==> config.mk <==
export PLATFORM = sky130hd
export DESIGN_NAME = branchUnit
export DESIGN_NICKNAME = d
export VERILOG_FILES = /design/src/brPkg.sv /design/src/branchUnit.sv /design/src/pcResolve.sv /design/src/targetAdder.sv /design/src/condEval.sv /design/src/creditQueue.sv
export SDC_FILE = /design/constraint.sdc
export NUM_CORES = 1
export LEC_CHECK = 0
export ABC_CLOCK_PERIOD_IN_PS = 4300
export BUFFER_PORTS_ARGS = -buffer_cell sky130_fd_sc_hd__buf_2
export CAP_MARGIN = 5
export CORE_AREA = 2 2 201 203
export CTS_CLUSTER_SIZE = 40
export DETAILED_ROUTE_END_ITERATION = 16
export DIE_AREA = 0 0 203 205
export GPL_TIMING_DRIVEN = 0
export PLACE_DENSITY = 0.75
export SYNTH_ARGS = -nofsm -noshare
export SYNTH_HDL_FRONTEND = slang
export SYNTH_SLANG_ARGS = --single-unit
==> constraint.sdc <==
create_clock -name clk -period 4.3 [get_ports clk]
set_input_delay 0 -clock clk [delete_from_list [all_inputs] [get_ports clk]]
set_output_delay 0 -clock clk [all_outputs]
set_load 0.1 [all_outputs]
==> src/brPkg.sv <==
package brPkg;

    localparam int WORD_W = 32;

    typedef logic [WORD_W-1:0] word_t;  // Data and address word

    // Instruction field positions
    localparam int OPCODE_HI = 31;
    localparam int OPCODE_LO = 27;
    localparam int RA_HI     = 26;
    localparam int RA_LO     = 23;
    localparam int COND_HI   = 20;
    localparam int COND_LO   = 19;
    localparam int CONST_HI  = 18;
    localparam int CONST_LO  = 0;
    localparam int CONST_W   = CONST_HI - CONST_LO + 1;  // Signed immediate width

    // Conditional branch opcode (brzr, brnz, brpl, brmi share it)
    localparam logic [OPCODE_HI-OPCODE_LO:0] BR_OPCODE = 5'b10010;

    // Condition field of the branch, tested against Ra
    typedef enum logic [COND_HI-COND_LO:0] {
        brZero    = 2'b00,  // Ra == 0
        brNonZero = 2'b01,  // Ra != 0
        brPlus    = 2'b10,  // Ra[31] clear
        brMinus   = 2'b11   // Ra[31] set
    } brCond_e;

    typedef logic [7:0] brTag_t;  // Echoed back for order checks

    // Request into the branch unit, 104 bits
    typedef struct packed {
        brTag_t tag;
        word_t  pc;
        word_t  ir;
        word_t  raValue;   // Contents of register Ra
    } branchReq_t;

    // Resolved branch, 41 bits
    typedef struct packed {
        brTag_t tag;
        word_t  nextPc;
        logic   taken;
    } branchResp_t;

endpackage
==> src/branchUnit.sv <==
module branchUnit
    import brPkg::*;
#(
    parameter int QUEUE_DEPTH = 4,
    parameter int OUT_CREDITS = 2
) (
    input  logic        clk,
    input  logic        rst,
    input  logic        reqValid,
    input  branchReq_t  reqData,
    input  logic        respCredit,
    output logic        reqCredit,
    output logic        respValid,
    output branchResp_t respData
);

    branchReq_t headReq;
    logic       notEmpty;
    logic       issue;
    logic       stageValid;
    logic       taken;
    brTag_t     stageTag;
    word_t      target;
    word_t      fallThrough;

    // Request buffer, sized to the sender's credits
    creditQueue #(
        .payload_t (branchReq_t),
        .DEPTH     (QUEUE_DEPTH)
    ) reqQueue (
        .clk      (clk),
        .rst      (rst),
        .push     (reqValid),
        .pushData (reqData),
        .pop      (issue),
        .headData (headReq),
        .notEmpty (notEmpty)
    );

    condEval condStage (
        .clk        (clk),
        .rst        (rst),
        .issue      (issue),
        .req        (headReq),
        .stageValid (stageValid),
        .taken      (taken),
        .tag        (stageTag)
    );

    targetAdder addStage (
        .clk         (clk),
        .issue       (issue),
        .req         (headReq),
        .target      (target),
        .fallThrough (fallThrough)
    );

    pcResolve #(
        .OUT_CREDITS (OUT_CREDITS)
    ) resolver (
        .clk         (clk),
        .rst         (rst),
        .notEmpty    (notEmpty),
        .stageValid  (stageValid),
        .taken       (taken),
        .tag         (stageTag),
        .target      (target),
        .fallThrough (fallThrough),
        .respCredit  (respCredit),
        .issue       (issue),
        .reqCredit   (reqCredit),
        .respValid   (respValid),
        .respData    (respData)
    );

endmodule

==> src/pcResolve.sv <==
module pcResolve
    import brPkg::*;
#(
    parameter int OUT_CREDITS = 2
) (
    input  logic        clk,
    input  logic        rst,
    input  logic        notEmpty,
    input  logic        stageValid,
    input  logic        taken,
    input  brTag_t      tag,
    input  word_t       target,
    input  word_t       fallThrough,
    input  logic        respCredit,
    output logic        issue,
    output logic        reqCredit,
    output logic        respValid,
    output branchResp_t respData
);

    localparam int CNT_W = $clog2(OUT_CREDITS + 1);

    logic [CNT_W-1:0] credits;   // Responses the consumer can still take
    logic [CNT_W-1:0] inFlight;  // Issued, response not yet sent

    // Every issued item already owns a credit
    assign issue = notEmpty && (credits > inFlight);

    always_ff @(posedge clk) begin
        if (rst) begin
            credits <= CNT_W'(OUT_CREDITS);
        end else begin
            case ({respCredit, respValid})
                2'b10:   credits <= credits + 1'b1;
                2'b01:   credits <= credits - 1'b1;
                default: credits <= credits;
            endcase
        end
    end

    always_ff @(posedge clk) begin
        if (rst) begin
            inFlight <= '0;
        end else begin
            case ({issue, respValid})
                2'b10:   inFlight <= inFlight + 1'b1;
                2'b01:   inFlight <= inFlight - 1'b1;
                default: inFlight <= inFlight;
            endcase
        end
    end

    // Queue slot freed by the pop, hand the credit back
    always_ff @(posedge clk) begin
        if (rst) begin
            reqCredit <= 1'b0;
            respValid <= 1'b0;
        end else begin
            reqCredit <= issue;
            respValid <= stageValid;
        end
    end

    // Select the next PC
    always_ff @(posedge clk) begin
        if (stageValid) begin
            respData.tag    <= tag;
            respData.taken  <= taken;
            respData.nextPc <= taken ? target : fallThrough;
        end
    end

endmodule

==> src/targetAdder.sv <==
module targetAdder
    import brPkg::*;
(
    input  logic       clk,
    input  logic       issue,
    input  branchReq_t req,
    output word_t      target,
    output word_t      fallThrough
);

    word_t incPc;
    word_t constExt;

    assign incPc = req.pc + 1'b1;

    // Sign-extend C to a full word
    assign constExt = {{(WORD_W - CONST_W){req.ir[CONST_HI]}}, req.ir[CONST_HI:CONST_LO]};

    // Captured alongside condEval, so stageValid covers both
    always_ff @(posedge clk) begin
        if (issue) begin
            fallThrough <= incPc;
            target      <= incPc + constExt;  // Wraps at 32 bits
        end
    end

endmodule

==> src/condEval.sv <==
module condEval
    import brPkg::*;
(
    input  logic       clk,
    input  logic       rst,
    input  logic       issue,
    input  branchReq_t req,
    output logic       stageValid,
    output logic       taken,
    output brTag_t     tag
);

    brCond_e cond;
    logic    isBranch;
    logic    condMet;

    assign cond     = brCond_e'(req.ir[COND_HI:COND_LO]);
    assign isBranch = (req.ir[OPCODE_HI:OPCODE_LO] == BR_OPCODE);

    // Test Ra against the condition field
    always_comb begin
        case (cond)
            brZero:    condMet = (req.raValue == '0);
            brNonZero: condMet = (req.raValue != '0);
            brPlus:    condMet = ~req.raValue[WORD_W-1];
            brMinus:   condMet = req.raValue[WORD_W-1];
            default:   condMet = 1'b0;
        endcase
    end

    // Valid flag also qualifies the target adder outputs
    always_ff @(posedge clk) begin
        if (rst) begin
            stageValid <= 1'b0;
        end else begin
            stageValid <= issue;
        end
    end

    // CON flip-flop
    always_ff @(posedge clk) begin
        if (issue) begin
            taken <= isBranch & condMet;  // Non-branch falls through
            tag   <= req.tag;
        end
    end

endmodule

==> src/creditQueue.sv <==
module creditQueue
    import brPkg::*;
#(
    parameter type payload_t = word_t,
    parameter int  DEPTH     = 4
) (
    input  logic     clk,
    input  logic     rst,
    input  logic     push,
    input  payload_t pushData,
    input  logic     pop,
    output payload_t headData,
    output logic     notEmpty
);

    localparam int PTR_W = (DEPTH > 1) ? $clog2(DEPTH) : 1;
    localparam int CNT_W = $clog2(DEPTH + 1);

    payload_t mem [DEPTH];  // Circular storage

    logic [PTR_W-1:0] wrPtr;
    logic [PTR_W-1:0] rdPtr;
    logic [CNT_W-1:0] count;

    // Sender holds credits, so push never finds the buffer full
    always_ff @(posedge clk) begin
        if (push) begin
            mem[wrPtr] <= pushData;
        end
    end

    always_ff @(posedge clk) begin
        if (rst) begin
            wrPtr <= '0;
            rdPtr <= '0;
            count <= '0;
        end else begin
            if (push) begin
                wrPtr <= (wrPtr == PTR_W'(DEPTH - 1)) ? '0 : wrPtr + 1'b1;
            end
            if (pop) begin
                rdPtr <= (rdPtr == PTR_W'(DEPTH - 1)) ? '0 : rdPtr + 1'b1;
            end
            case ({push, pop})
                2'b10:   count <= count + 1'b1;
                2'b01:   count <= count - 1'b1;
                default: count <= count;  // Both or neither
            endcase
        end
    end

    assign headData = mem[rdPtr];  // Oldest entry
    assign notEmpty = (count != '0);

endmodule

After elaboration in Yosys (flattened, before gate mapping)
Memories as Yosys holds them, arrays and structs flattened. A register that Yosys moved wholly into a read port is not among the register bits.
Index checks and enable logic that the tools add are counted.
- memory bits (writable): 416
- memories: 1
- logic and storage cells: 59
- input port bits: 108
- output and inout port bits: 43
- flip-flop bits (word level): 127
- order comparisons: 1
- reduce and logical (&&, ||, !) cells: 8
- bitwise gates (word level): 2
- equality and inequality tests: 12
- add/subtract/negate cells: 10
- multiplexer cells: 11
- memories (name ; depth ; width ; read ports ; clocked after Yosys merged registers in ; write ports ; line ; RTL):
    reqQueue.mem ; 4 ; 104 ; 1 ; 1 ; 1 ; creditQueue.sv:19 ; payload_t mem [DEPTH];
- operators by type and width (cell ; number):
    $add A32 B1 Y32 const B ; 1
    $add A32 B32 Y32 ; 1
    $logic_not A32 Y1 ; 1
    $mux W32 ; 1
    $reduce_bool A32 Y1 ; 1
    $eq A2 B2 Y1 const B ; 7
    $add A2 B1 Y2 const B ; 4
    $eq A2 B1 Y1 const B ; 4
    $mux W2 ; 4
    $pmux W2 S2 ; 2
    $pmux W3 S2 ; 1
    $reduce_bool A2 Y1 ; 3
    $eq A5 B5 Y1 const B ; 1
    $pmux W1 S4 ; 1
    $sub A2 B1 Y2 const B ; 2
    $add A3 B1 Y3 const B ; 1
    $reduce_bool A3 Y1 ; 1
    $sub A3 B1 Y3 const B ; 1
    $gt A2 B2 Y1 ; 1
    $logic_not A2 Y1 ; 1
    $mux W1 ; 2
    $and A1 B1 Y1 ; 1
    $logic_and A1 B1 Y1 ; 1
    $not A1 Y1 ; 1

Longest topological paths before layout
- depth in word-level cells: 4
- gate-level depth with buffers: 18
- mapped depth without buffers: 16

By module
A second synthesis with hierarchy kept.
- cells, all modules: 1090
- area total of the unflattened synthesis: 21941.0 µm²
- modules (own cells, without submodules) (module ; seq. area each (µm²) ; times used ; cells each ; area each (µm²)):
    creditQueue ; 12672.2 ; 1 ; 587 ; 15457.3
    targetAdder ; 1921.8 ; 1 ; 367 ; 4156.5
    pcResolve ; 1351.3 ; 1 ; 108 ; 1908.1
    condEval ; 290.3 ; 1 ; 28 ; 419.2

Worst setup path after synthesis
Ideal clock, no wire load.
- path type: reg2reg
- start: reg with a tool-made name
- end: reg addStage.target[31], data pin
- buffers on the path: 5
- slack: -136 ps
- arrival time: 4179 ps
- cell stages (with the launch flop): 16
- clock period less this slack: 4436 ps
- setup time: 258 ps
- data required time: 4042 ps
- cell sequence: dfxtp_1 -> buf_2 -> buf_2 -> buf_2 -> clkbuf_1 -> buf_1 -> mux4_2 -> ha_1 -> a21oi_1 -> o21ai_1 -> or4_1 -> o21bai_2 -> a21oi_1 -> or4_1 -> a41o_1 -> xnor2_1
- RTL lines (element ; line ; RTL):
    end signal, assigned ; targetAdder.sv:23 ; target <= incPc + constExt;
    end, declared ; targetAdder.sv:7 ; output word_t target,

==> results.json <==
{
  "critPathRequiredTime_ns": 4.61,
  "core_area_um2": 39400,
  "grt_pass1_vias": 11300,
  "cellPowerDensity_nw_per_um2": 664,
  "port_buffers": 144,
  "dpl-instance-area_um2": 22100,
  "finalInstanceArea_um2": 25400,
  "synth.ff_latch_count": 521,
  "switchingPower_mw": 5.62,
  "clk_path_buf_depth": 3,
  "cts_tree": "yes",
  "slowest_stage": "mux4_2",
  "tightest_slew_ns": 0.902,
  "drive_above_1_share_pct": 29.5,
  "maxCapViolCount": 0,
  "slew_headroom_pct": 39.3,
  "grt_util_all_layers_pct": 19.2,
  "peakVddDrop_mv": 0.391,
  "start_kind": "flop",
  "fmax_mhz": 233,
  "fill_cells": 2623,
  "min_path_type": "in2reg",
  "dpl.cell_count": 1765,
  "num_rows": 73,
  "rsz0062_at_grt": "yes",
  "finClkSkew_ns": 0.0116,
  "die_h_um": 205,
  "h-tree-depth": 2,
  "cp_max_fo": 7,
  "antenna_found_initial": 2,
  "vias": 11000,
  "clock_sinks": 521,
  "ys.flop_type": "edfxtp_1",
  "yosys_warnings": 0,
  "drt_iter0_markers": 944,
  "hold_violations": 0,
  "clock_power_share_pct": 23.8,
  "routed_wl_um": 40100,
  "cts_root_buf": "clkbuf_16",
  "drc": 0,
  "worstHoldPathCells": 2,
  "regArea_um2": 15500,
  "final_net_count": 1579,
  "grt_pass1_wl_um": 61000,
  "grt_max_degree": 67,
  "endpoint_kind": "flop",
  "viasPerCell": 5.52,
  "syn_to_final_growth_pct": 23.5,
  "p_seq_share_pct": 41.0,
  "multi_input_area_um2": 5200,
  "worstRegToRegCells": 18,
  "critPathMostFrequentCell": "buf_12",
  "final_cells": 1986,
  "layout_common_cells": "edfxtp_1 (506), buf_2 (144), dlygate4sd3_1 (101)",
  "slew_viol_final": 0,
  "syn_nets": 1245,
  "ant_nets": 0,
  "p_int_mw": 11.3,
  "synth_area_um2": 20600,
  "post-route-min-period_ns": 4.29,
  "first_pass_iters": 7,
  "tns_ns": 0,
  "critPathMaxStageDelay_ns": 0.37,
  "die_w_um": 203,
  "path_cells": "buf_8 > buf_12 > buf_12 > mux4_2 > nand3_4 > buf_6 > nor3_4 > nand3_2 > xnor2_2 > ha_2 > and4_1 > and2_1 > a31oi_1 > o211ai_1 > nand2_1 > o2111ai_4 > nand4_1 > or3b_1",
  "power_leakage_nw": 8.72,
  "comb_power_share_pct": 35.2,
  "ys_seq_area_share_pct": 75.3,
  "dp_hpwl_um": 25200,
  "status": "complete, no violations",
  "grt-ovfl-total": 0,
  "async_flop_share_pct": 0,
  "routabilityCongestion": 0.925,
  "setup_viol": 0,
  "cts_buffers": 49,
  "ios": 151,
  "syn_inst": 1090,
  "swShare_pct": 33.3,
  "arrival_ns": 4.60,
  "final_common_cell": "edfxtp_1",
  "critical_path_class": "reg2reg",
  "yosysUniqueCellTypes": 68,
  "clk_latency_ns": 0.56,
  "initial_core_util_pct": 52.3,
  "finalCritPeriodShare_pct": 99.7,
  "synth-edff-count": 506,
  "wire_per_inst_um": 20.2,
  "clk_pin_slew_ns": 0.06,
  "syn_area_per_cell_um2": 18.9,
  "die_area_um2": 41600
}
## per-stage QoR
| step | utilization, % | power, mW | setup WS (ns) | hold slack [ns] |
|---|---|---|---|---|
| after floorplan | - | 11.1 | 0.00448 | 0.0691 |
| after global placement | 55.8 | 12.1 | -1.21 | 0.211 |
| after detailed placement | 56.2 | 12.2 | -1.36 | 0.216 |
| after CTS | 63.8 | 16.7 | 0.00701 | 0.159 |
| after global routing | 64.6 | 17.7 | -0.130 | 0.179 |
| final | 64.6 | 16.9 | 0.0124 | 0.182 |
## synth_stat cells (6+ instances only)
cell type	count	area, um2
edfxtp_1	506	15200
dfxtp_1	15	300
nor4_1	31	194
buf_1	9	33.8
mux2_2	32	360
nand3_1	20	100
a21o_1	10	75.1
nand2_1	39	146
mux4_1	25	657
a31oi_1	8	50.1
inv_1	24	90.1
xnor2_1	41	359
nand4_1	11	68.8
nor3_1	13	65.1
xor2_1	19	166
a21oi_1	36	180
and2_1	9	56.3
mux4_2	37	833
and3_1	9	56.3
o21a_1	6	45.0
o21ai_0	17	85.1
nor2_1	44	165
ha_1	45	563
clkbuf_1	8	30.0
## routing by layer
layer	wire length (um)	track usage, %	vias to the layer above
met2	21000	34.3	348
met5	0	0	-
met4	1210	6.75	0
li1	-	-	5079
met1	16000	23.9	5450
met3	1920	2.91	90
## registers in the layout, summed over array words and instances, names as in the netlist, named ones only
| signal | flops |
|---|---|
| reqQueue.mem | 392 |
| resolver.respData | 41 |
| addStage.fallThrough | 32 |
| addStage.target | 32 |
| condStage.tag | 8 |
| reqQueue.count | 3 |
| reqQueue.rdPtr | 2 |
| reqQueue.wrPtr | 2 |
| resolver.credits | 2 |
| resolver.inFlight | 2 |
| condStage.taken | 1 |
| resolver.reqCredit | 1 |
| resolver.respValid | 1 |
## layout make-up
type / instances / share of cell area (%)
plain buffers: 23 / 0.980
inverters: 24 / 0.364
well taps: 525 / 2.58
diodes: 2 / 0.0197
multi-input cells: 518 / 20.5
repair buffers: 287 / 8.69
clock inverters: 30 / 0.985
clock buffers: 56 / 4.93
flip-flops and latches: 521 / 61.0
## critical path: cells and delay by family, from the launching register on
| family | cells | cell delay, ns |
|---|---|---|
| xor+xnor | 1 | 0.24 |
| compound gates | 3 | 0.60 |
| mux | 1 | 0.37 |
| flops | 1 | 0.33 |
| buf+inv | 4 | 0.55 |
| simple gates | 8 | 1.58 |
| fa+ha+maj | 1 | 0.35 |
## what timing repair did
action	CTS	global route
hold endpoints to repair	402	0
gates resized for setup	77	43
cloned	1	1
endpoints found under the setup margin	27	9
hold buffers	101	0
setup buffers	23	11
pin swaps	18	18
## cell families (layout without fill, tap and decap cells)
kind of cell | Yosys count | count (layout) | share of synthesized area, %
AO/OA/AOI/OAI | 107 | 107 | 3.31
other | 0 | 2 | 0
adder cells (fa/ha/maj) | 47 | 47 | 2.93
XOR/XNOR | 61 | 61 | 2.67
buffers and inverters | 51 | 420 | 1.23
multiplexers | 95 | 95 | 9.04
flip-flops | 521 | 521 | 75.3
AND/OR/NAND/NOR | 208 | 208 | 5.52
## path summary, 6_finish.rpt
check / startpoint / slack, ns / to
max: flop / 0.01 / addStage.target[30]
min: reqData[98] / 0.18 / reqQueue.mem[3][98]
max reg2reg: flop / 0.01 / addStage.target[30]
min reg2reg: condStage.tag[5] / 0.42 / resolver.respData[38]
## power by group through the flow
stage	combinational (mW)	clock [mW]	sequential, mW
2_1_floorplan	2.96	0	8.11
4_1_cts	5.67	4.11	6.93
3_3_place_gp	4.95	0	7.11
6_report	5.94	4.02	6.92
3_5_place_dp	5.17	0	7.03
5_1_grt	6.40	4.29	6.98
(Power assumes the default switching activity.)
